$ cat src/source/wb_regs_pkg.sv
package wb_regs_pkg;

   typedef logic [31:0] wb_addr_t;
   typedef logic [31:0] wb_data_t;

   // Word index lives in address bits 5 to 2.
   localparam int unsigned REG_IDX_MSB = 5;
   localparam int unsigned REG_IDX_LSB = 2;

   localparam logic [3:0] REG_START   = 4'd0;
   localparam logic [3:0] REG_DECRYPT = 4'd1;
   localparam logic [3:0] REG_DIN_HI  = 4'd2;
   localparam logic [3:0] REG_DIN_LO  = 4'd3;
   localparam logic [3:0] REG_KEY3_HI = 4'd4;
   localparam logic [3:0] REG_KEY3_LO = 4'd5;
   localparam logic [3:0] REG_KEY2_HI = 4'd6;
   localparam logic [3:0] REG_KEY2_LO = 4'd7;
   localparam logic [3:0] REG_KEY1_HI = 4'd8;
   localparam logic [3:0] REG_KEY1_LO = 4'd9;
   localparam logic [3:0] REG_VALID   = 4'd10;  // Read only.
   localparam logic [3:0] REG_DOUT_HI = 4'd11;  // Read only.
   localparam logic [3:0] REG_DOUT_LO = 4'd12;  // Read only.

endpackage

$ cat src/source/des_pkg.sv
package des_pkg;

   typedef logic [63:0] des_block_t;
   typedef logic [63:0] des_key_t;    // Parity bits included. PC1 drops them.
   typedef logic [31:0] des_half_t;
   typedef logic [47:0] des_subkey_t;
   typedef logic [27:0] des_khalf_t;  // One of the C and D key halves.

   localparam int unsigned DES_ROUNDS  = 16;
   localparam int unsigned DES_ROUND_W = $clog2(DES_ROUNDS);

   //////////////////////////////
   // Standard tables. Entries are 1-based bit numbers counted from the MSB.
   localparam int unsigned IP_TAB [64] = '{
      58, 50, 42, 34, 26, 18, 10, 2, 60, 52, 44, 36, 28, 20, 12, 4,
      62, 54, 46, 38, 30, 22, 14, 6, 64, 56, 48, 40, 32, 24, 16, 8,
      57, 49, 41, 33, 25, 17,  9, 1, 59, 51, 43, 35, 27, 19, 11, 3,
      61, 53, 45, 37, 29, 21, 13, 5, 63, 55, 47, 39, 31, 23, 15, 7};

   localparam int unsigned FP_TAB [64] = '{
      40, 8, 48, 16, 56, 24, 64, 32, 39, 7, 47, 15, 55, 23, 63, 31,
      38, 6, 46, 14, 54, 22, 62, 30, 37, 5, 45, 13, 53, 21, 61, 29,
      36, 4, 44, 12, 52, 20, 60, 28, 35, 3, 43, 11, 51, 19, 59, 27,
      34, 2, 42, 10, 50, 18, 58, 26, 33, 1, 41,  9, 49, 17, 57, 25};

   localparam int unsigned E_TAB [48] = '{
      32,  1,  2,  3,  4,  5,  4,  5,  6,  7,  8,  9, 8, 9, 10, 11,
      12, 13, 12, 13, 14, 15, 16, 17, 16, 17, 18, 19, 20, 21, 20, 21,
      22, 23, 24, 25, 24, 25, 26, 27, 28, 29, 28, 29, 30, 31, 32, 1};

   localparam int unsigned P_TAB [32] = '{
      16,  7, 20, 21, 29, 12, 28, 17,  1, 15, 23, 26,  5, 18, 31, 10,
       2,  8, 24, 14, 32, 27,  3,  9, 19, 13, 30,  6, 22, 11,  4, 25};

   localparam int unsigned PC1_TAB [56] = '{
      57, 49, 41, 33, 25, 17,  9,  1, 58, 50, 42, 34, 26, 18,
      10,  2, 59, 51, 43, 35, 27, 19, 11,  3, 60, 52, 44, 36,
      63, 55, 47, 39, 31, 23, 15,  7, 62, 54, 46, 38, 30, 22,
      14,  6, 61, 53, 45, 37, 29, 21, 13,  5, 28, 20, 12,  4};

   localparam int unsigned PC2_TAB [48] = '{
      14, 17, 11, 24,  1,  5,  3, 28, 15,  6, 21, 10, 23, 19, 12,  4,
      26,  8, 16,  7, 27, 20, 13,  2, 41, 52, 31, 37, 47, 55, 30, 40,
      51, 45, 33, 48, 44, 49, 39, 56, 34, 53, 46, 42, 50, 36, 29, 32};

   localparam int unsigned DES_SHIFTS [DES_ROUNDS] = '{
      1, 1, 2, 2, 2, 2, 2, 2, 1, 2, 2, 2, 2, 2, 2, 1};

   //////////////////////////////
   // Permutation helpers.
   function automatic des_block_t des_ip(des_block_t b);
      des_block_t r;
      for (int i = 0; i < 64; i++) begin
         r[63-i] = b[64-IP_TAB[i]];
      end
      return r;
   endfunction

   function automatic des_block_t des_fp(des_block_t b);
      des_block_t r;
      for (int i = 0; i < 64; i++) begin
         r[63-i] = b[64-FP_TAB[i]];
      end
      return r;
   endfunction

   function automatic des_subkey_t des_e(des_half_t h);
      des_subkey_t r;
      for (int i = 0; i < 48; i++) begin
         r[47-i] = h[32-E_TAB[i]];
      end
      return r;
   endfunction

   function automatic des_half_t des_p(des_half_t h);
      des_half_t r;
      for (int i = 0; i < 32; i++) begin
         r[31-i] = h[32-P_TAB[i]];
      end
      return r;
   endfunction

   function automatic logic [55:0] des_pc1(des_key_t k);
      logic [55:0] r;
      for (int i = 0; i < 56; i++) begin
         r[55-i] = k[64-PC1_TAB[i]];
      end
      return r;
   endfunction

   function automatic des_subkey_t des_pc2(logic [55:0] cd);
      des_subkey_t r;
      for (int i = 0; i < 48; i++) begin
         r[47-i] = cd[56-PC2_TAB[i]];
      end
      return r;
   endfunction

   function automatic des_khalf_t des_rotl(des_khalf_t v, int unsigned n);
      return (v << n) | (v >> (28 - n));
   endfunction

   function automatic des_khalf_t des_rotr(des_khalf_t v, int unsigned n);
      return (v >> n) | (v << (28 - n));
   endfunction

endpackage
$ cat src/source/des3_top.sv
`timescale 1ns/1ps

module des3_top (
   input  logic                  wb_clk_i,
   input  logic                  wb_rst_i,
   input  wb_regs_pkg::wb_addr_t wb_adr_i,
   input  logic                  wb_cyc_i,
   input  wb_regs_pkg::wb_data_t wb_dat_i,
   input  logic [3:0]            wb_sel_i,  // Every register is a full word.
   input  logic                  wb_stb_i,
   input  logic                  wb_we_i,
   output logic                  wb_ack_o,
   output wb_regs_pkg::wb_data_t wb_dat_o
);

   import wb_regs_pkg::*;
   import des_pkg::*;

   logic       start_q, decrypt_q;
   wb_data_t   din_hi_q, din_lo_q;
   wb_data_t   key1_hi_q, key1_lo_q;
   wb_data_t   key2_hi_q, key2_lo_q;
   wb_data_t   key3_hi_q, key3_lo_q;

   logic [3:0] reg_idx;
   logic       wr_en;
   logic       valid;
   des_block_t din, dout;
   des_key_t   key1, key2, key3;

   assign reg_idx  = wb_adr_i[REG_IDX_MSB:REG_IDX_LSB];
   assign wr_en    = wb_cyc_i & wb_stb_i & wb_we_i;
   assign wb_ack_o = wb_cyc_i & wb_stb_i;  // No wait states.

   assign din  = {din_hi_q, din_lo_q};
   assign key1 = {key1_hi_q, key1_lo_q};
   assign key2 = {key2_hi_q, key2_lo_q};
   assign key3 = {key3_hi_q, key3_lo_q};

   //////////////////////////////
   // Write side
   always_ff @(posedge wb_clk_i) begin
      if (wb_rst_i) begin
         start_q   <= 1'b0;
         decrypt_q <= 1'b0;
         din_hi_q  <= '0;
         din_lo_q  <= '0;
         key1_hi_q <= '0;
         key1_lo_q <= '0;
         key2_hi_q <= '0;
         key2_lo_q <= '0;
         key3_hi_q <= '0;
         key3_lo_q <= '0;
      end else if (wr_en) begin
         case (reg_idx)
            REG_START:   start_q   <= wb_dat_i[0];  // Doubles as the request.
            REG_DECRYPT: decrypt_q <= wb_dat_i[0];
            REG_DIN_HI:  din_hi_q  <= wb_dat_i;
            REG_DIN_LO:  din_lo_q  <= wb_dat_i;
            REG_KEY3_HI: key3_hi_q <= wb_dat_i;
            REG_KEY3_LO: key3_lo_q <= wb_dat_i;
            REG_KEY2_HI: key2_hi_q <= wb_dat_i;
            REG_KEY2_LO: key2_lo_q <= wb_dat_i;
            REG_KEY1_HI: key1_hi_q <= wb_dat_i;
            REG_KEY1_LO: key1_lo_q <= wb_dat_i;
            default: ;
         endcase
      end
   end

   //////////////////////////////
   // Read side
   always_comb begin
      case (reg_idx)
         REG_START:   wb_dat_o = wb_data_t'(start_q);
         REG_DECRYPT: wb_dat_o = wb_data_t'(decrypt_q);
         REG_DIN_HI:  wb_dat_o = din_hi_q;
         REG_DIN_LO:  wb_dat_o = din_lo_q;
         REG_KEY3_HI: wb_dat_o = key3_hi_q;
         REG_KEY3_LO: wb_dat_o = key3_lo_q;
         REG_KEY2_HI: wb_dat_o = key2_hi_q;
         REG_KEY2_LO: wb_dat_o = key2_lo_q;
         REG_KEY1_HI: wb_dat_o = key1_hi_q;
         REG_KEY1_LO: wb_dat_o = key1_lo_q;
         REG_VALID:   wb_dat_o = wb_data_t'(valid);
         REG_DOUT_HI: wb_dat_o = dout[63:32];
         REG_DOUT_LO: wb_dat_o = dout[31:0];
         default:     wb_dat_o = '0;
      endcase
   end

   des3_sequencer u_seq (
      .wb_clk_i  (wb_clk_i),
      .wb_rst_i  (wb_rst_i),
      .req_i     (start_q),
      .decrypt_i (decrypt_q),
      .din_i     (din),
      .key1_i    (key1),
      .key2_i    (key2),
      .key3_i    (key3),
      .ack_o     (valid),
      .dout_o    (dout)
   );

endmodule

$ cat src/source/des3_sequencer.sv
`timescale 1ns/1ps

module des3_sequencer (
   input  logic                wb_clk_i,
   input  logic                wb_rst_i,
   input  logic                req_i,
   input  logic                decrypt_i,
   input  des_pkg::des_block_t din_i,
   input  des_pkg::des_key_t   key1_i,
   input  des_pkg::des_key_t   key2_i,
   input  des_pkg::des_key_t   key3_i,
   output logic                ack_o,
   output des_pkg::des_block_t dout_o
);

   import des_pkg::*;

   typedef enum logic [2:0] {
      SEQ_IDLE,
      SEQ_PASS1,
      SEQ_PASS2,
      SEQ_PASS3,
      SEQ_HOLD
   } seq_state_e;

   seq_state_e state_q;
   logic       ack_q;
   logic       load_q;
   logic       dec_q;
   des_block_t din_q, dout_q;
   des_key_t   key1_q, key2_q, key3_q;

   logic       eng_load, eng_dec, eng_done;
   des_block_t eng_block, eng_out;
   des_key_t   eng_key;

   // Pass one launches from load_q. Later passes start straight off done.
   always_comb begin
      eng_load  = load_q;
      eng_block = din_q;
      eng_key   = dec_q ? key3_q : key1_q;
      eng_dec   = dec_q;
      if (eng_done && state_q == SEQ_PASS1) begin
         eng_load  = 1'b1;
         eng_block = eng_out;
         eng_key   = key2_q;
         eng_dec   = !dec_q;  // Middle pass runs the other direction.
      end else if (eng_done && state_q == SEQ_PASS2) begin
         eng_load  = 1'b1;
         eng_block = eng_out;
         eng_key   = dec_q ? key1_q : key3_q;
      end
   end

   des_engine u_engine (
      .wb_clk_i  (wb_clk_i),
      .wb_rst_i  (wb_rst_i),
      .load_i    (eng_load),
      .decrypt_i (eng_dec),
      .block_i   (eng_block),
      .key_i     (eng_key),
      .done_o    (eng_done),
      .block_o   (eng_out)
   );

   always_ff @(posedge wb_clk_i) begin
      if (wb_rst_i) begin
         state_q <= SEQ_IDLE;
         ack_q   <= 1'b0;
         load_q  <= 1'b0;
         dout_q  <= '0;
      end else begin
         load_q <= 1'b0;
         case (state_q)
            SEQ_IDLE: if (req_i) begin
               state_q <= SEQ_PASS1;
               load_q  <= 1'b1;
            end
            SEQ_PASS1: if (eng_done) state_q <= SEQ_PASS2;
            SEQ_PASS2: if (eng_done) state_q <= SEQ_PASS3;
            SEQ_PASS3: if (eng_done) begin
               state_q <= SEQ_HOLD;
               ack_q   <= 1'b1;
               dout_q  <= eng_out;
            end
            SEQ_HOLD: if (!req_i) begin
               state_q <= SEQ_IDLE;
               ack_q   <= 1'b0;
            end
            default: state_q <= SEQ_IDLE;
         endcase
      end
   end

   // Operands are frozen for the whole computation.
   always_ff @(posedge wb_clk_i) begin
      if (state_q == SEQ_IDLE && req_i) begin
         dec_q  <= decrypt_i;
         din_q  <= din_i;
         key1_q <= key1_i;
         key2_q <= key2_i;
         key3_q <= key3_i;
      end
   end

   assign ack_o  = ack_q;
   assign dout_o = dout_q;

   a_ack_with_req: assert property (@(posedge wb_clk_i) disable iff (wb_rst_i)
      $rose(ack_q) |-> req_i);

   a_no_done_idle: assert property (@(posedge wb_clk_i) disable iff (wb_rst_i)
      state_q == SEQ_IDLE |-> !eng_done);

endmodule

$ cat src/source/des_engine.sv
`timescale 1ns/1ps

module des_engine (
   input  logic                wb_clk_i,
   input  logic                wb_rst_i,
   input  logic                load_i,
   input  logic                decrypt_i,
   input  des_pkg::des_block_t block_i,
   input  des_pkg::des_key_t   key_i,
   output logic                done_o,
   output des_pkg::des_block_t block_o
);

   import des_pkg::*;

   typedef enum logic {
      ENG_IDLE,
      ENG_RUN
   } eng_state_e;

   eng_state_e             state_q;
   logic [DES_ROUND_W-1:0] round_q;
   logic                   done_q;
   logic                   dec_q;
   des_half_t              l_q, r_q;
   des_khalf_t             c_q, d_q;
   des_block_t             block_q;

   des_block_t             ip_blk;
   logic [55:0]            pc1_cd;
   des_half_t              src_l, src_r;
   des_khalf_t             src_c, src_d;
   logic [DES_ROUND_W-1:0] rnd;
   logic                   dec;
   des_khalf_t             c_nxt, d_nxt;
   des_subkey_t            sbox_x;
   des_half_t              sbox_y;
   des_half_t              l_nxt, r_nxt;
   logic                   last_round;

   assign ip_blk = des_ip(block_i);
   assign pc1_cd = des_pc1(key_i);
   assign last_round = (state_q == ENG_RUN) && (round_q == DES_ROUND_W'(DES_ROUNDS - 1));

   //////////////////////////////
   // Round datapath. The load cycle already computes round one.
   always_comb begin
      if (load_i) begin
         src_l = ip_blk[63:32];
         src_r = ip_blk[31:0];
         src_c = pc1_cd[55:28];
         src_d = pc1_cd[27:0];
         rnd   = '0;
         dec   = decrypt_i;
      end else begin
         src_l = l_q;
         src_r = r_q;
         src_c = c_q;
         src_d = d_q;
         rnd   = round_q;
         dec   = dec_q;
      end

      if (!dec) begin
         c_nxt = des_rotl(src_c, DES_SHIFTS[rnd]);
         d_nxt = des_rotl(src_d, DES_SHIFTS[rnd]);
      end else if (rnd == '0) begin
         c_nxt = src_c;  // K16 equals the unrotated PC1 output.
         d_nxt = src_d;
      end else begin
         c_nxt = des_rotr(src_c, DES_SHIFTS[DES_ROUNDS - rnd]);
         d_nxt = des_rotr(src_d, DES_SHIFTS[DES_ROUNDS - rnd]);
      end

      sbox_x = des_e(src_r) ^ des_pc2({c_nxt, d_nxt});
      l_nxt  = src_r;
      r_nxt  = src_l ^ des_p(sbox_y);
   end

   des_sbox u_sbox (
      .x_i (sbox_x),
      .y_o (sbox_y)
   );

   always_ff @(posedge wb_clk_i) begin
      if (wb_rst_i) begin
         state_q <= ENG_IDLE;
         round_q <= '0;
         done_q  <= 1'b0;
      end else begin
         done_q <= last_round;
         if (load_i) begin
            state_q <= ENG_RUN;
            round_q <= DES_ROUND_W'(1);
         end else if (state_q == ENG_RUN) begin
            round_q <= round_q + 1'b1;
            if (last_round) begin
               state_q <= ENG_IDLE;
            end
         end
      end
   end

   always_ff @(posedge wb_clk_i) begin
      if (load_i || state_q == ENG_RUN) begin
         l_q <= l_nxt;
         r_q <= r_nxt;
         c_q <= c_nxt;
         d_q <= d_nxt;
      end
      if (load_i) begin
         dec_q <= decrypt_i;
      end
      if (last_round) begin
         block_q <= des_fp({r_nxt, l_nxt});  // Halves swap after round 16.
      end
   end

   assign done_o  = done_q;
   assign block_o = block_q;

   // The sequencer must wait for done before it loads again.
   a_no_load_busy: assert property (@(posedge wb_clk_i) disable iff (wb_rst_i)
      state_q == ENG_RUN |-> !load_i);

endmodule

$ cat src/source/des_sbox.sv
`timescale 1ns/1ps

module des_sbox (
   input  des_pkg::des_subkey_t x_i,
   output des_pkg::des_half_t   y_o
);

   // One table per box, four rows of sixteen columns each.
   localparam int unsigned SBOX [8][64] = '{
      '{14,  4, 13,  1,  2, 15, 11,  8,  3, 10,  6, 12,  5,  9,  0,  7,
         0, 15,  7,  4, 14,  2, 13,  1, 10,  6, 12, 11,  9,  5,  3,  8,
         4,  1, 14,  8, 13,  6,  2, 11, 15, 12,  9,  7,  3, 10,  5,  0,
        15, 12,  8,  2,  4,  9,  1,  7,  5, 11,  3, 14, 10,  0,  6, 13},
      '{15,  1,  8, 14,  6, 11,  3,  4,  9,  7,  2, 13, 12,  0,  5, 10,
         3, 13,  4,  7, 15,  2,  8, 14, 12,  0,  1, 10,  6,  9, 11,  5,
         0, 14,  7, 11, 10,  4, 13,  1,  5,  8, 12,  6,  9,  3,  2, 15,
        13,  8, 10,  1,  3, 15,  4,  2, 11,  6,  7, 12,  0,  5, 14,  9},
      '{10,  0,  9, 14,  6,  3, 15,  5,  1, 13, 12,  7, 11,  4,  2,  8,
        13,  7,  0,  9,  3,  4,  6, 10,  2,  8,  5, 14, 12, 11, 15,  1,
        13,  6,  4,  9,  8, 15,  3,  0, 11,  1,  2, 12,  5, 10, 14,  7,
         1, 10, 13,  0,  6,  9,  8,  7,  4, 15, 14,  3, 11,  5,  2, 12},
      '{ 7, 13, 14,  3,  0,  6,  9, 10,  1,  2,  8,  5, 11, 12,  4, 15,
        13,  8, 11,  5,  6, 15,  0,  3,  4,  7,  2, 12,  1, 10, 14,  9,
        10,  6,  9,  0, 12, 11,  7, 13, 15,  1,  3, 14,  5,  2,  8,  4,
         3, 15,  0,  6, 10,  1, 13,  8,  9,  4,  5, 11, 12,  7,  2, 14},
      '{ 2, 12,  4,  1,  7, 10, 11,  6,  8,  5,  3, 15, 13,  0, 14,  9,
        14, 11,  2, 12,  4,  7, 13,  1,  5,  0, 15, 10,  3,  9,  8,  6,
         4,  2,  1, 11, 10, 13,  7,  8, 15,  9, 12,  5,  6,  3,  0, 14,
        11,  8, 12,  7,  1, 14,  2, 13,  6, 15,  0,  9, 10,  4,  5,  3},
      '{12,  1, 10, 15,  9,  2,  6,  8,  0, 13,  3,  4, 14,  7,  5, 11,
        10, 15,  4,  2,  7, 12,  9,  5,  6,  1, 13, 14,  0, 11,  3,  8,
         9, 14, 15,  5,  2,  8, 12,  3,  7,  0,  4, 10,  1, 13, 11,  6,
         4,  3,  2, 12,  9,  5, 15, 10, 11, 14,  1,  7,  6,  0,  8, 13},
      '{ 4, 11,  2, 14, 15,  0,  8, 13,  3, 12,  9,  7,  5, 10,  6,  1,
        13,  0, 11,  7,  4,  9,  1, 10, 14,  3,  5, 12,  2, 15,  8,  6,
         1,  4, 11, 13, 12,  3,  7, 14, 10, 15,  6,  8,  0,  5,  9,  2,
         6, 11, 13,  8,  1,  4, 10,  7,  9,  5,  0, 15, 14,  2,  3, 12},
      '{13,  2,  8,  4,  6, 15, 11,  1, 10,  9,  3, 14,  5,  0, 12,  7,
         1, 15, 13,  8, 10,  3,  7,  4, 12,  5,  6, 11,  0, 14,  9,  2,
         7, 11,  4,  1,  9, 12, 14,  2,  0,  6, 10, 13, 15,  3,  5,  8,
         2,  1, 14,  7,  4, 10,  8, 13, 15, 12,  9,  0,  3,  5,  6, 11}
   };

   for (genvar g = 0; g < 8; g++) begin : g_box
      logic [5:0] slice;

      assign slice = x_i[47-6*g -: 6];
      // Outer bits pick the row, inner four bits the column.
      assign y_o[31-4*g -: 4] = 4'(SBOX[g][{slice[5], slice[0], slice[4:1]}]);
   end

endmodule

$ cat config.mk
export PLATFORM = sky130hd
export DESIGN_NAME = des3_top
export DESIGN_NICKNAME = d
export VERILOG_FILES = /design/src/source/wb_regs_pkg.sv /design/src/source/des_pkg.sv /design/src/source/des3_top.sv /design/src/source/des3_sequencer.sv /design/src/source/des_engine.sv /design/src/source/des_sbox.sv
export SDC_FILE = /design/constraint.sdc
export NUM_CORES = 2
export LEC_CHECK = 0
export BUFFER_PORTS_ARGS = -buffer_cell sky130_fd_sc_hd__clkbuf_2
export CAP_MARGIN = 20
export CORE_MARGIN = 10
export CORE_UTILIZATION = 55
export CTS_CLUSTER_SIZE = 16
export DETAILED_ROUTE_END_ITERATION = 12
export PLACE_DENSITY = 0.72
export SYNTH_ARGS = -nofsm -noshare
export SYNTH_HDL_FRONTEND = slang
export SYNTH_SLANG_ARGS = --single-unit
$ cat constraint.sdc
create_clock -name wb_clk_i -period 14.3 [get_ports wb_clk_i]
set_input_delay 1.43 -clock wb_clk_i [delete_from_list [all_inputs] [get_ports wb_clk_i]]
set_output_delay 1.43 -clock wb_clk_i [all_outputs]
set_load 0.05 [all_outputs]
Word level (Yosys, flattened, before mapping)
Memories as Yosys holds them, arrays and structs flattened.
Cells that the tools add are included.
- register bits: 775
- memory bits (read-only): 17408
- input bits: 73
- logic and storage cells: 183
- memories kept: 10
- $add $sub $neg: 4
- $lt $le $gt $ge: 10
- equal/unequal tests: 22
- shifts and indexed selects: 8
- mux-type cells: 55
- bitwise operators: 19
- reductions and logical operators: 26
- memory list (memory ; depth ; bits a word ; rd ports ; clocked after Yosys merged registers in ; write ports ; line ; RTL):
    (no name shown) ; 64 ; 32 ; 1 ; 0 ; 0 ; des_sbox.sv:49 ; assign y_o[31-4*g -: 4] = 4'(SBOX[g][{slice[5], slice[0], slice[4:1]}]);
    (no name shown) ; 64 ; 32 ; 1 ; 0 ; 0 ; des_sbox.sv:49 ;
    (no name shown) ; 64 ; 32 ; 1 ; 0 ; 0 ; des_sbox.sv:49 ;
    (no name shown) ; 64 ; 32 ; 1 ; 0 ; 0 ; des_sbox.sv:49 ;
    (no name shown) ; 64 ; 32 ; 1 ; 0 ; 0 ; des_sbox.sv:49 ;
    (no name shown) ; 64 ; 32 ; 1 ; 0 ; 0 ; des_sbox.sv:49 ;
    4 more memories ; - ; - ; - ; - ; - ; - ;
- operator list (operator ; count):
    one-hot mux 32 bit (13 select lines) ; 1
    2-to-1 mux 64 bit ; 6
    2-to-1 mux 32 bit ; 6
    2-to-1 mux 28 bit ; 6
    << shifter 28 x 32 -> 28 bit ; 4
    >> shifter 28 x 32 -> 28 bit ; 4
    OR 28 bit ; 4
    2-to-1 mux 4 bit ; 17
    subtractor 5 x 32 -> 32 bit, first input constant ; 2
    >= comparator 7 bit, second input constant ; 8
    NOT 6 -> 7 bit ; 8
    XOR 48 bit ; 1
    >= comparator 33 x 5 -> 1 bit, second input constant ; 1
    NOT 32 -> 33 bit ; 1
    XOR 32 bit ; 1
    == test 4 bit, second input constant ; 6
    AND reduction 2 bit ; 11
    == test 4 x 3 -> 1 bit, second input constant ; 4
    2-to-1 mux 3 bit ; 5
    one-hot mux 3 bit (5 select lines) ; 1
    2-to-1 mux 1 bit ; 12
    inequality test 2 bit, second input constant ; 5
    == test 4 x 2 -> 1 bit, second input constant ; 2
    logical NOT 4 bit ; 2
    19 further kinds ; 26

Longest topological paths before layout
- depth in word-level cells: 21
- mapped depth: 34
- mapped depth without buffers: 24

Cells and area by module
Synthesis repeated with hierarchy kept, for this count alone.
- cell total of the unflattened synthesis: 4252
- area, all modules: 41324.6 sq um
- modules (own cells, without submodules) (module ; times used ; cells an instance ; area each (sq um) ; sequential area each (sq um)):
    des_engine ; 1 ; 1229 ; 12712.2 ; 5665.4
    des3_sequencer ; 1 ; 850 ; 12299.3 ; 9098.7
    des3_top ; 1 ; 1463 ; 11474.8 ; 5165.0
    des_sbox ; 1 ; 710 ; 4838.4 ; 0.0

Least setup slack after synthesis
No wires, ideal clock.
- path type: register -> register
- start point: register u_seq.state_q[1]
- end point: register u_seq.dec_q (enable)
- library setup time: 0.830 ns
- arrival: 10.505 ns
- data required time: 13.470 ns
- path slack: 2.965 ns
- cell stages (with the launch flop): 6
- path buffers: 2
- cell sequence: dfxtp_1 > buf_4 > buf_4 > nor2_1 > nand2_1 > nor2_1
- cells in the longest elaborated chain, start to end: 2
- RTL lines (element ; line ; RTL):
    start, declared ; des3_sequencer.sv:26 ; seq_state_e state_q;
    start signal, assigned ; des3_sequencer.sv:68 ; state_q <= SEQ_IDLE;
    start signal, assigned ; des3_sequencer.sv:76 ; state_q <= SEQ_PASS1;
    start signal, assigned ; des3_sequencer.sv:79 ; SEQ_PASS1: if (eng_done) state_q <= SEQ_PASS2;
    logical NOT 3 bit ; des3_sequencer.sv:97 ; if (state_q == SEQ_IDLE && req_i) begin
    logical AND 1 bit ; des3_sequencer.sv:97 ;
    end signal, assigned ; des3_sequencer.sv:98 ; dec_q <= decrypt_i;
    end, declared ; des3_sequencer.sv:29 ; logic dec_q;
No other way between the ends.
A chain may end at the register's enable or synchronous reset.

Worst setup path in the final report
- start point: register u_seq.state_q[1]
- end point: register u_seq.u_engine.r_q[2], data pin
- cells in the longest elaborated chain, start to end: 21
- RTL lines (element ; line ; RTL):
    == test 3 x 2 -> 1 bit ; des3_sequencer.sv:48 ; end else if (eng_done && state_q == SEQ_PASS2) begin
    logical AND 1 bit ; des3_sequencer.sv:48 ;
    2-to-1 mux 1 bit ; des3_sequencer.sv:48 ;
    2-to-1 mux 1 bit ; des3_sequencer.sv:43 ; if (eng_done && state_q == SEQ_PASS1) begin
    2-to-1 mux 4 bit ; des_engine.sv:48 ; if (load_i) begin
    subtractor 5 x 4 -> 6 bit ; des_engine.sv:71 ; c_nxt = des_rotr(src_c, DES_SHIFTS[DES_ROUNDS - rnd]);
    NOT 32 -> 33 bit (implied by the code) ; des_engine.sv:71 ;
    memory (16 x 32 bit) ; - ;
    [5 not listed] ; - ;
    2-to-1 mux 28 bit ; des_engine.sv:67 ; end else if (rnd == '0) begin
    2-to-1 mux 28 bit ; des_engine.sv:64 ; if (!dec) begin
    XOR 48 bit ; des_engine.sv:75 ; sbox_x = des_e(src_r) ^ des_pc2({c_nxt, d_nxt});
    NOT 6 -> 7 bit (implied by the code) ; des_sbox.sv:49 ;
    memory (64 x 32 bit) ; - ;
    2-to-1 mux 4 bit (implied by the code) (2 in a row) ; des_sbox.sv:49 ;
    XOR 32 bit * ; des_engine.sv:77 ; r_nxt = src_l ^ des_p(sbox_y);
    via u_seq.u_engine.r_nxt[2] ; des_engine.sv:38 ; des_half_t l_nxt, r_nxt;
    end signal, assigned ; des_engine.sv:107 ; r_q <= r_nxt;
    end, declared ; des_engine.sv:25 ; des_half_t l_q, r_q;
Mark *: on every way through the listed nets, which the timed path passes. The rest lies on a longest branch. The select of a mux whose other input is x is not followed.

==> metrics.csv <==
metric;value;unit
start_util;0.553;
grt_pass1_vias;33700;
cts.path.max_buffers;3;
slowest_stage;inv_2;
cts_tree;built;
grt-busiest-layer;met2;
numClockSinks;751;
hp-class;flip-flop to flip-flop;
final_common_cell;nand2_1;
row_count;100;
syn_area;41100;um^2
clkLatencyLatePin;0.67;ns
p_switching;1310;uW
r2r_start;u_seq.state_q[1];
worstPathRequired;14.65;ns
first_iter_violations;6413;
finalCritPeriodShare;0.641;
crit_start;u_seq.state_q[1];
synth_edf_count;417;
rsz0062_at_grt;no;
use_met2;0.516;
p_int;3660;uW
ys_types;118;
crit_path_start_kind;flip-flop;
htreeDepth;3;
synth.area.top_cells;edfxtp_1 30%, dfxtp_1 16%, nand2_1 7.8%, a21oi_1 5.8%, mux2i_1 4.9%;
period_minus_slack;9.17;ns
cp_slowest_stage_delay;0.73;ns
grt_pass1_wl;234;mm
tightestPinTransition;1.44;ns
grt_max_degree;206;
rr_endpoint;u_seq.u_engine.r_q[2];
grt_usage;0.368;
cts-root-buf;clkbuf_16;
worst-path-max-fanout;40;
drive_gt1_frac;0.114;
fin_skew;0.0505;ns
syn2layout_area_growth;8.84;%
drt_wl_total;164;mm
hold_buffers;0;
hold_viol;0;
use_met3;0.127;
cts_resized;0;
dp_hpwl;107;mm
ios;106;
netlist.area_leader.share;0.305;
synth_top_area_cell;edfxtp_1;
ys_ff_latch;751;
overflow;0;
drtAntennaViolNets;0;
yosysWarningCount;0;
port_buffers;73;
die_area;86000;um^2
drv_cap;0;
power.density;111;nW/um^2
use_met1;0.481;
path_class;flip-flop to flip-flop;
tns;0;ns
layout_common_cells;856 x nand2_1, 473 x a21oi_1, 417 x edfxtp_1, 333 x dfxtp_1, 203 x nor2_1;
arrival;9.52;ns
crit_end;u_seq.u_engine.r_q[2];
relSlewSlack;0.0418;
clockPowerShare;0.420;
wl_per_cell;30.9;um
async_flop_share;0;
dr.pass1.iters;10;
clkTransAtPathRegs;0.06;ns
ys_seq_area_frac;0.468;
avgSynthCellArea;9.38;um^2
cp.depth;27;
rr_worst_depth;27;
synthCells;4378;
die_h;293;um
end_kind;flip-flop;
vias;37200;
utilization;0.602;
finalSetupViolations;0;
synth_nets;4520;
max_freq;109;MHz
critPathBufInv;7;
ff2ff_setup_slack;5.13;ns
comb_power_share;0.119;
power.leakage;0.0150;uW
core_area;74200;um^2
whs;0.453;ns
die_w;293;um
vdd_drop_max;0.112;mV
vias_per_cell;6.98;
postCtsSetupBuffers;0;
status;complete, no violations;
num-nets-final;4422;
cts_buffers;78;
place_congestion;1.04;
slew_viol_final;0;
critPathTopFamily;compound AO/OA/AOI/OAI gates;
seqPwrFrac;0.460;
p_sw_frac;0.263;
synth_flop_cell;edfxtp_1;
drc;0;
antenna_found_initial;9;
-- cell usage after synthesis (11+ instances only) --
| cell type | count |
|---|---|
| dfxtp_1 | 334 |
| mux2_2 | 36 |
| o211ai_1 | 57 |
| nand4_1 | 36 |
| edfxtp_1 | 417 |
| nand3_1 | 49 |
| buf_1 | 26 |
| a32oi_1 | 13 |
| a211oi_1 | 41 |
| o22ai_1 | 35 |
| ha_1 | 69 |
| a21oi_1 | 475 |
| o221ai_1 | 15 |
| mux2i_1 | 200 |
| buf_4 | 24 |
| nand2_1 | 857 |
| xnor2_1 | 91 |
| o311ai_0 | 21 |
| a222oi_1 | 18 |
| inv_1 | 111 |
| o21ai_2 | 12 |
| o32ai_1 | 13 |
| nor3_1 | 59 |
| mux4_2 | 11 |
| and3_1 | 14 |
| nand2b_1 | 34 |
| a221oi_1 | 53 |
| nor2_1 | 210 |
| clkbuf_1 | 189 |
| clkbuf_2 | 28 |
| o21ai_1 | 29 |
| a2bb2oi_1 | 12 |
| inv_2 | 14 |
| xnor2_2 | 21 |
| and2_1 | 15 |
| a22oi_1 | 127 |
| a31oi_1 | 32 |
| a21o_1 | 28 |
| a22o_1 | 35 |
| or3_1 | 12 |
| o211a_1 | 12 |
| buf_2 | 96 |
| o21ai_0 | 151 |
-- sequential cells by signal, indices dropped and copies added, names as in the netlist, 56 cells and up --
register,cells
u_seq.din_q,64
u_seq.dout_o,64
u_seq.key1_q,56
u_seq.key2_q,56
u_seq.key3_q,56
u_seq.u_engine.block_o,64
-- area by class of cell --
type                    instances  area (um^2)
repair buffers                192         1310
clock inverters                41          467
multi-input cells            3130        19900
fillers                      6211        29500
diodes                          7         17.5
well taps                     969         1210
flip-flops and latches        751        19200
clock buffers                 104         2140
inverters                     127          477
-- worst reg2reg max path, stage by stage, from the launching register on --
cell and delay, ns:
dfxtp_1 0.31, buf_4 0.39, xor2_2 0.18, a21oi_4 0.17, buf_4 0.52, and2_1 0.28
inv_1 0.08, ha_1 0.42, nor2b_1 0.29, a22oi_2 0.32, a31o_2 0.57, nand2_4 0.37
inv_2 0.73, ha_1 0.42, nor2_1 0.14, a311oi_1 0.32, o211ai_1 0.17, a22oi_1 0.64
xnor2_1 0.20, buf_4 0.22, inv_1 0.12, ha_1 0.40, inv_1 0.21, mux4_2 0.27
nand2_1 0.06, o41a_1 0.15, mux2i_1 0.73, xnor2_1 0.20
-- layer usage --
layer / share of wire / wire length (um)
met4: 0.075 / 12300
met5: 0.00026 / 43
met1: 0.36 / 59200
met3: 0.16 / 25800
met2: 0.41 / 67000
-- worst min path at each step --
stage | start | slack [ns] | endpoint | cells past startpoint
floorplan | din_hi_q[0] | 0.43 | u_seq.din_q[32] | 0
global placement | din_hi_q[0] | 0.43 | u_seq.din_q[32] | 0
detailed placement | key2_hi_q[14] | 0.44 | u_seq.key2_q[46] | 0
CTS | key3_lo_q[9] | 0.45 | u_seq.key3_q[9] | 0
global route | key3_hi_q[7] | 0.47 | u_seq.key3_q[39] | 0
finish | u_seq.dout_o[20] | 0.45 | u_seq.dout_o[20] | 2
-- through the flow --
step	std cells	setup slack, ns	total power (uW)	instance area [um^2]
2_1_floorplan	4378	2.96	2730	41100
3_3_place_gp	5161	5.67	2900	42000
3_5_place_dp	5163	5.53	2910	42000
4_1_cts	5308	5.51	4940	44600
5_1_grt	5320	5.10	5090	44700
6_report	5321	5.13	4970	44700
-- power by group through the flow --
stage	Combinational, uW	Sequential [uW]	Clock, uW
floorplan	394	2340	0
global placement	561	2340	0
detailed placement	568	2340	0
CTS	572	2290	2080
global route	630	2290	2170
finish	594	2290	2090
-- logic make-up after synthesis --
logic type,share of synthesized area
xor gates and xnor gates,0.0339
DFF,0.468
AOI/OAI and AO/OA,0.220
muxes,0.0647
adders and majority gates,0.0210
and+or+nand+nor,0.140
buffers and inverters,0.0527
Power figures use the tool's default switching activity.
